### src/source/irqc_defines.svh
`ifndef IRQC_DEFINES_SVH
`define IRQC_DEFINES_SVH

// Register and data width
`define IRQC_DW 32

// Number of external interrupt lines, not above IRQC_DW
`define IRQC_NUM_IRQ 16

// Wishbone word address width
`define IRQC_ADR_W 2

// Register word offsets
`define IRQC_REG_IMR 0
`define IRQC_REG_IRR 1
// Bit 0 holds the global enable
`define IRQC_REG_PSR 2
// Valid bit on top, line index in the low bits
`define IRQC_REG_CAUSE 3

`endif
### src/source/irqc_pkg.sv
`default_nettype none

`include "irqc_defines.svh"

package irqc_pkg;

   // One register word
   typedef logic [`IRQC_DW-1:0] word_t;

   // One bit per interrupt line
   typedef logic [`IRQC_NUM_IRQ-1:0] lines_t;

   // Register index on the Wishbone address
   typedef enum logic [`IRQC_ADR_W-1:0] {
      REG_IMR   = `IRQC_REG_IMR,
      REG_IRR   = `IRQC_REG_IRR,
      REG_PSR   = `IRQC_REG_PSR,
      REG_CAUSE = `IRQC_REG_CAUSE
   } reg_e;

   // Valid flag of the cause word, MSB
   localparam int CAUSE_VALID_BIT = `IRQC_DW - 1;

endpackage

`default_nettype wire

### src/source/irqc_msr_if.sv
`timescale 1ns/1ns
`default_nettype none

interface irqc_msr_if;

   // Mask as seen by software and core, write already bypassed
   irqc_pkg::word_t imr;
   // New mask from the bus
   irqc_pkg::word_t imr_nxt;
   // One-cycle mask write strobe
   logic            imr_we;
   // Synchronized requests, zero-extended
   irqc_pkg::word_t irr;
   // Global interrupt enable
   logic            ire;

   // Register slave side
   modport regs (input imr, input irr, output imr_nxt, output imr_we, output ire);

   // Controller core side
   modport core (output imr, output irr, input imr_nxt, input imr_we, input ire);

endinterface

`default_nettype wire

### src/source/irqc_top.sv
`timescale 1ns/1ns
`default_nettype none

`include "irqc_defines.svh"

module irqc_top (
   input  logic                   clk,
   input  logic                   rst,
   // Async interrupt lines
   input  irqc_pkg::lines_t       irqs,
   // Wishbone classic slave
   input  logic                   cyc,
   input  logic                   stb,
   input  logic                   we,
   input  logic [`IRQC_ADR_W-1:0] adr,
   input  irqc_pkg::word_t        dat_w,
   output irqc_pkg::word_t        dat_r,
   output logic                   ack,
   // Level interrupt to the CPU
   output logic                   irq
);

   // Pending and unmasked lines
   irqc_pkg::lines_t irq_masked;
   // Encoded cause word
   irqc_pkg::word_t  cause;

   // Mask, request and enable between slave and core
   irqc_msr_if u_msr ();

   irqc_core u_core (
      .clk        (clk),
      .rst        (rst),
      .irqs       (irqs),
      .msr        (u_msr.core),
      .irq_masked (irq_masked),
      .irq        (irq)
   );

   irqc_prio u_prio (
      .irq_masked (irq_masked),
      .cause      (cause)
   );

   irqc_wb_regs u_wb_regs (
      .clk   (clk),
      .rst   (rst),
      .cyc   (cyc),
      .stb   (stb),
      .we    (we),
      .adr   (irqc_pkg::reg_e'(adr)),
      .dat_w (dat_w),
      .dat_r (dat_r),
      .ack   (ack),
      .cause (cause),
      .msr   (u_msr.regs)
   );

endmodule

`default_nettype wire

### src/source/irqc_wb_regs.sv
`timescale 1ns/1ns
`default_nettype none

module irqc_wb_regs (
   input  logic             clk,
   input  logic             rst,
   // Wishbone classic slave
   input  logic             cyc,
   input  logic             stb,
   input  logic             we,
   input  irqc_pkg::reg_e   adr,
   input  irqc_pkg::word_t  dat_w,
   output irqc_pkg::word_t  dat_r,
   output logic             ack,
   // Encoded cause from the priority picker
   input  irqc_pkg::word_t  cause,
   irqc_msr_if.regs         msr
);

   // Bus request seen
   logic            req;
   // Request not yet acked, one cycle per access
   logic            acc;
   // Write and read strobes
   logic            wr_stb;
   logic            rd_stb;
   // Registered handshake
   logic            ack_q;
   // Global enable bit
   logic            ire_q;
   // Read data, held for the ack cycle
   irqc_pkg::word_t dat_r_q;
   // Selected register value
   irqc_pkg::word_t rd_mux;

   assign req    = cyc & stb;
   assign acc    = req & ~ack_q;
   assign wr_stb = acc & we;
   assign rd_stb = acc & ~we;

   // Ack the cycle after the request, for one cycle only
   always_ff @(posedge clk) begin
      if (rst) begin
         ack_q <= 1'b0;
      end else begin
         ack_q <= acc;
      end
   end

   // Mask write goes straight to the core
   assign msr.imr_we  = wr_stb & (adr == irqc_pkg::REG_IMR);
   assign msr.imr_nxt = dat_w;

   // Enable bit, lands on the edge where ack rises
   always_ff @(posedge clk) begin
      if (rst) begin
         ire_q <= 1'b0;
      end else if (wr_stb && adr == irqc_pkg::REG_PSR) begin
         ire_q <= dat_w[0];
      end
   end

   assign msr.ire = ire_q;

   // Register select
   // IRR and CAUSE writes have no target, so they fall through
   always_comb begin
      case (adr)
         irqc_pkg::REG_IMR:   rd_mux = msr.imr;
         irqc_pkg::REG_IRR:   rd_mux = msr.irr;
         irqc_pkg::REG_PSR:   rd_mux = irqc_pkg::word_t'(ire_q);
         irqc_pkg::REG_CAUSE: rd_mux = cause;
         default:             rd_mux = '0;
      endcase
   end

   // Capture on the request cycle
   always_ff @(posedge clk) begin
      if (rd_stb) begin
         dat_r_q <= rd_mux;
      end
   end

   assign dat_r = dat_r_q;
   assign ack   = ack_q;

endmodule

`default_nettype wire

### src/source/irqc_prio.sv
`timescale 1ns/1ns
`default_nettype none

`include "irqc_defines.svh"

module irqc_prio (
   input  irqc_pkg::lines_t irq_masked,
   output irqc_pkg::word_t  cause
);

   // Bits needed for a line index
   localparam int IDX_W = $clog2(`IRQC_NUM_IRQ);

   // Some line pending
   logic             found;
   // Lowest pending line
   logic [IDX_W-1:0] idx;

   // Scan upward, first hit wins
   always_comb begin
      found = 1'b0;
      idx   = '0;
      for (int i = 0; i < `IRQC_NUM_IRQ; i++) begin
         if (irq_masked[i] && !found) begin
            found = 1'b1;
            idx   = IDX_W'(i);
         end
      end
   end

   // Valid on top, index at the bottom, all zero when idle
   always_comb begin
      cause = '0;
      if (found) begin
         cause[irqc_pkg::CAUSE_VALID_BIT] = 1'b1;
         cause[IDX_W-1:0]                 = idx;
      end
   end

endmodule

`default_nettype wire

### src/source/irqc_core.sv
`timescale 1ns/1ns
`default_nettype none

`include "irqc_defines.svh"

module irqc_core (
   input  logic             clk,
   input  logic             rst,
   input  irqc_pkg::lines_t irqs,
   irqc_msr_if.core         msr,
   output irqc_pkg::lines_t irq_masked,
   output logic             irq
);

   // First synchronizer stage, may go metastable
   irqc_pkg::lines_t sync_q;
   // Second stage, this is the IRR
   irqc_pkg::lines_t irr_q;
   // Stored mask
   irqc_pkg::word_t  imr_q;

   // Two-flop synchronizer for the async lines
   always_ff @(posedge clk) begin
      if (rst) begin
         sync_q <= '0;
         irr_q  <= '0;
      end else begin
         sync_q <= irqs;
         irr_q  <= sync_q;
      end
   end

   // Mask register, everything masked out of reset
   always_ff @(posedge clk) begin
      if (rst) begin
         imr_q <= '1;
      end else if (msr.imr_we) begin
         imr_q <= msr.imr_nxt;
      end
   end

   // Bypass so a mask write acts in its own cycle
   assign msr.imr = msr.imr_we ? msr.imr_nxt : imr_q;

   // Upper IRR bits read as zero
   assign msr.irr = irqc_pkg::word_t'(irr_q);

   // Drop masked lines, only the line bits of IMR matter
   assign irq_masked = irr_q & ~msr.imr[`IRQC_NUM_IRQ-1:0];

   // Any unmasked request, gated by global enable
   assign irq = (|irq_masked) & msr.ire;

endmodule

`default_nettype wire

### config.mk
export PLATFORM = sky130hd
export DESIGN_NAME = irqc_top
export DESIGN_NICKNAME = d
export VERILOG_FILES = /design/src/source/irqc_pkg.sv /design/src/source/irqc_msr_if.sv /design/src/source/irqc_top.sv /design/src/source/irqc_wb_regs.sv /design/src/source/irqc_prio.sv /design/src/source/irqc_core.sv
export VERILOG_INCLUDE_DIRS = /design/src /design/src/source
export SDC_FILE = /design/constraint.sdc
export NUM_CORES = 1
export LEC_CHECK = 0
export ABC_AREA = 1
export ABC_CLOCK_PERIOD_IN_PS = 2800
export BUFFER_PORTS_ARGS = -buffer_cell sky130_fd_sc_hd__buf_2
export CAP_MARGIN = 40
export CORE_UTILIZATION = 30
export DETAILED_ROUTE_END_ITERATION = 8
export PLACE_DENSITY = 0.5
export SYNTH_ARGS = -nofsm -noshare
export SYNTH_HDL_FRONTEND = slang
export SYNTH_SLANG_ARGS = --single-unit
### constraint.sdc
create_clock -name clk -period 2.8 [get_ports clk]
set_clock_uncertainty 0.15 [all_clocks]
set_input_delay 0.28 -clock clk [delete_from_list [all_inputs] [get_ports clk]]
set_output_delay 0.28 -clock clk [all_outputs]
set_load 0.01 [all_outputs]
# == Word level (Yosys, flattened, before mapping) ==
# Index checks and enable logic that the tools add are counted.
# word_totals
input_bits,55
reg_bits,98
# classes
eq_ne,3
n_reduce_logical,33
muxes,35
n_bitwise,10
# op_table
cell,n
$pmux 32 s4,1
$mux 4,9
$mux 32,1
$mux 1,18
$and 16x16->16,1
$logic_and 1x1->1,16
$not 16->16,1
$reduce_or 16->1,1
$logic_not 1->1,15
$mux 3,4
$and 1x1->1,6
$eq 2x2->1 const B,2
$mux 2,2
$eq 2x1->1 const B,1
$logic_not 2->1,1
$not 1->1,2

# == Logic depth before layout (Yosys ltp) ==
# depth
depth_word,55
mapped_depth,16
mapped_depth_nobuf,15

# == By module ==
# From an unflattened synthesis, not the netlist that was laid out.
# hier_totals
hier_cells,646
area_unflattened_um2,4844.6
# modules_own_cells
module,area_each_um2,cells_per_inst,instances
irqc_core,2451.1,337,1
irqc_wb_regs,1906.8,227,1
irqc_prio,486.7,82,1

# == Worst setup path before layout ==
# Ideal clock, no wire load.
# synth_path
path_type,flip-flop to flip-flop
start,"reg u_wb_regs.ack_q, in the netlist u_wb_regs.ack"
end,"reg u_wb_regs.dat_r_q[0], in the netlist u_wb_regs.dat_r[0] (enable)"
required_ns,2.229
setup_slack_ns,0.157
path_stages_with_launch,5
arrival_time_ns,2.071
path_cell_list,dfxtp_1 -> nor2_1 -> buf_4 -> inv_1 -> nor2_1
# synth_between
elab_chain_cells,3
# synth_lines
element,line,text
start: declaration,irqc_wb_regs.sv:28,logic ack_q;
start signal: assignment,irqc_wb_regs.sv:44,ack_q <= 1'b0;
start signal: assignment,irqc_wb_regs.sv:46,ack_q <= acc;
$not 1->1,irqc_wb_regs.sv:37,assign acc = req & ~ack_q;
$and 1x1->1,irqc_wb_regs.sv:37,
$and 1x1->1,irqc_wb_regs.sv:39,assign rd_stb = acc & ~we;
named net u_wb_regs.rd_stb,irqc_wb_regs.sv:26,logic rd_stb;
end signal: assignment,irqc_wb_regs.sv:80,dat_r_q <= rd_mux;
end: declaration,irqc_wb_regs.sv:32,irqc_pkg::word_t dat_r_q;
# The timed path passes the listed nets, and every way through them passes these cells.
# A chain may end at the register's enable or synchronous reset.

# == Final worst setup path ==
# layout_path
start,"reg u_wb_regs.ack_q, in the netlist u_wb_regs.ack"
end,out irq
# layout_between
elab_chain_cells,9
# layout_lines
element,line,text
$not 1->1,irqc_wb_regs.sv:37,
$and 1x1->1,irqc_wb_regs.sv:37,
$and 1x1->1,irqc_wb_regs.sv:38,assign wr_stb = acc & we;
$and 1x1->1,irqc_wb_regs.sv:51,assign msr.imr_we = wr_stb & (adr == irqc_pkg::REG_IMR);
$mux 32,irqc_core.sv:43,assign msr.imr = msr.imr_we ? msr.imr_nxt : imr_q;
$not 16->16,irqc_core.sv:49,assign irq_masked = irr_q & ~msr.imr[`IRQC_NUM_IRQ-1:0];
$and 16x16->16,irqc_core.sv:49,
$reduce_or 16->1,irqc_core.sv:52,assign irq = (|irq_masked) & msr.ire;
$and 1x1->1,irqc_core.sv:52,
end: declaration,irqc_top.sv:20,output logic irq
# Every way passes these cells.

==> metrics list <==
* GRT Util Overall: 0.139
- The worst register-to-register path has a setup slack of 530 ps.
- Max-cap violations in this run came to 0.
- Height of the die: 115 um
- Of the post-synthesis cell area, the dominant cell type holds 0.344.
- STA classifies the critical path startpoint as a register.
- Detail Route met2 WL: 3970 um
- Dominant synthesized flop cell: dfxtp_1
* Core outline area: 0.0123 mm^2
- 89 I/O pins were placed.
* Wirelength, routed: 8570 um
* Count of final setup violators: 0
- A synthesized cell averages 9.32 um^2.
- Summed instance area of the synthesized netlist: 0.00384 mm^2
- The number of antenna diodes in the final layout is 0.
- The biggest area contributor in the post-synthesis netlist is dfxtp_1.
* Cell count after synthesis: 412
* Maximum level of the CTS H-tree: 3
* Inserted Clock Buffers: 9
* TritonCTS clock tree: done
* Leakage Power: 2.32 nW
- CTS sink cnt: 98
* Routed wire per std cell: 12.4 um
- Entering global routing, the biggest net connects 34 pins.
- The number of antenna violations at the first check in global routing was 0.
- The max-slew violation count is 0.
- The number of hold buffers added after CTS was 16.
- Measured against its own limit, the worst slew margin works out to 0.569.
- OpenSTA, run right after detailed placement, puts the worst setup slack at 409 ps.
- The number of hold-slack violations in the final timing report was 0.
- For this run, the register share of the synthesized area comes to 0.594.
- Hold-critical path endpoint: u_core.imr_q[28]
* Length in cells of the worst reg-to-reg path: 11
- Number of nets in the layout: 571
* Arr. time, crit path: 2150 ps
- Met1 Routed Length: 3960 um
- In this run the critical register-to-register path is captured at u_wb_regs.dat_r[1].
- After detailed routing, the number of vias per cell comes to 4.25.
- In this run the worst hold path is classified as in2reg.
* Hold Path Origin: dat_w[28]
* Proportion of synthesized flip-flops having asynchronous set or reset: 0
- Grt ovf: 0
* Hold Path Depth: 3
- Number of cells upsized or downsized after cts: 0
- By instance count, the leading cell after synthesis is nand2_1.
- Power per cell area: 594 mW/mm^2
* Met3 wire length: 538 um
* Count of cell types in the netlist: 31
- Routed Antenna Nets: 0
- Number of flops mapped to enable cells by yosys: 32
* Max Freq: 0.388 GHz
- In this run, synthesis produced a sequential element count of 98.
- STA classifies the critical path endpoint as an output port.
- Post-route worst setup slack: 223 ps
* Reg-to-Reg Start: u_wb_regs.ack
- Growth of design area from synthesis to finish: 27.5%
- CTS placed an instance of clkbuf_16 at the clock tree root.
* Starting density of the core: 0.313
- STA puts the critical path data required time at 2370 ps.
- Insertion delay of the later-clocked pin in the worst-skew pair: 340 ps
- The floorplan has 40 rows.
- In this run the worst path has a maximum fanout of 10.
- The number of global-route vias before repair came to 2,918.
* First drt pass iteration count: 4
* Die Footprint: 0.0133 mm^2
- Counting the fill cells in the layout gives 1,250.
* Result of the run: completed
- For this run, the number of Yosys warnings is 0.
- Measured along the x axis, the die boundary spans 115 um.
- Setup repair after global routing left no endpoint under its margin.
* First-pass GRT wire length: 13,900 um
* Final-layout setup total negative slack: 0 ps
- For this run, design rule violations remaining after detail routing come to 0.
* Clock-pin slew on the worst setup and hold paths: 60 ps
* Post-route minimum period: 2580 ps
- Fraction of layout instances using a drive strength above 1: 0.257
- Vias after detailed routing: 2,928
- Across the VDD grid, the largest voltage drop is 329 uV.
- Worst setup path class: reg2out
- Port Buf Inserts: 88
* Top area cells in the synthesized netlist: dfxtp_1 (34%), edfxtp_1 (25%), nand2_1 (7.3%), nor2_1 (5.7%), inv_1 (5.2%)
* Number of violations reported at the end of detailed-routing iteration 0: 175
- Global placer's final weighted congestion: 0.833
- Highest routed metal layer: met4
* Synth Net Count: 467
- Post-CTS timing repair inserted 0 buffers for setup.
- Hpwl dp: 6050 um
- Clock Path Buffers: 2
- At the end of the flow the core is filled with cells to 0.399.
* Leading post-synthesis cells by instance count: nand2_1 (75), dfxtp_1 (66), nor2_1 (58)
- Dividing the final minimum period by the clock period gives 0.920.
- Slew of the pin with the lowest slew margin: 646 ps
-- metrics by stage --
step	cells	instance area (um^2)	hold WS, ps	total power, mW
CTS	689	4900	1.68	2.95
finish	689	4900	14.7	2.91
global placement	657	4450	245	1.76
floorplan	412	3840	237	1.67
detailed placement	657	4450	246	1.76
global route	689	4900	15.7	3.04
-- where the power goes --
group | internal, mW | total (mW) | switching, mW
Clock | 0.678 | 1.16 | 0.485
Combinational | 0.0917 | 0.217 | 0.125
Sequential | 1.51 | 1.53 | 0.0151
Total | 2.28 | 2.91 | 0.626
-- cell type report --
cell class	instances	area, um^2	area share
Sequential cell	98	2280	0.466
Clock inverter	2	10.0	0.00204
Inverter	54	203	0.0414
Clock buffer	14	275	0.0562
Timing Repair Buffer	113	668	0.136
Tap cell	168	210	0.0429
Multi-Input combinational cell	240	1250	0.255
-- per-layer routing --
metal,up-vias,GRT usage
met2,91,0.231
li1,1522,-
met4,0,0.0511
met5,-,0
met1,1302,0.168
met3,13,0.0453
-- worst max-delay path by stage --
stage / startpoint / to / cells after the start
final: u_wb_regs.ack / irq / 10
after global routing: u_wb_regs.ack / irq / 11
after CTS: u_wb_regs.ack / irq / 10
after detailed placement: we / u_wb_regs.dat_r[1] / 12
after global placement: cyc / u_wb_regs.dat_r[0] / 15
after floorplan: u_wb_regs.ack / u_wb_regs.dat_r[0] / 4
-- cells in the final DEF, fill, tap and decap left out, types with 8 or more instances in the layout --
cell type      synthesis  final
nor2_1                58     57
nand4_1                8      8
buf_4                  2      9
o21ai_0               13     13
nand3_1               27     27
inv_1                 53     53
dfxtp_1               66     66
mux2i_1               16     16
dlygate4sd3_1          0     16
buf_2                  2     88
edfxtp_1              32     32
clkbuf_16              0     10
nand2_1               75     75
-- critical path, stage by stage, from the launching register on --
cell and delay (ps):
dfxtp_1 310, nor2_1 170, buf_4 200, nand4_1 170, nand3_1 180, nand2_1 100
nor2_4 150, nand2_2 100, nor2_2 210, nor2_1 90, buf_2 140
-- kinds of logic after synthesis --
kind of cell,synth area share
compound gates,0.0499
mux,0.0417
buf+inv,0.0828
flops,0.594
simple gates,0.231
-- state kept, by name (all words and copies together), names as in the netlist --
register	flops
u_core.imr_q	32
u_wb_regs.msr.ire	1
u_wb_regs.ack	1
u_wb_regs.dat_r	32
u_core.sync_q	16
u_core.irr_q	16
Power figures use the tool's default switching activity.
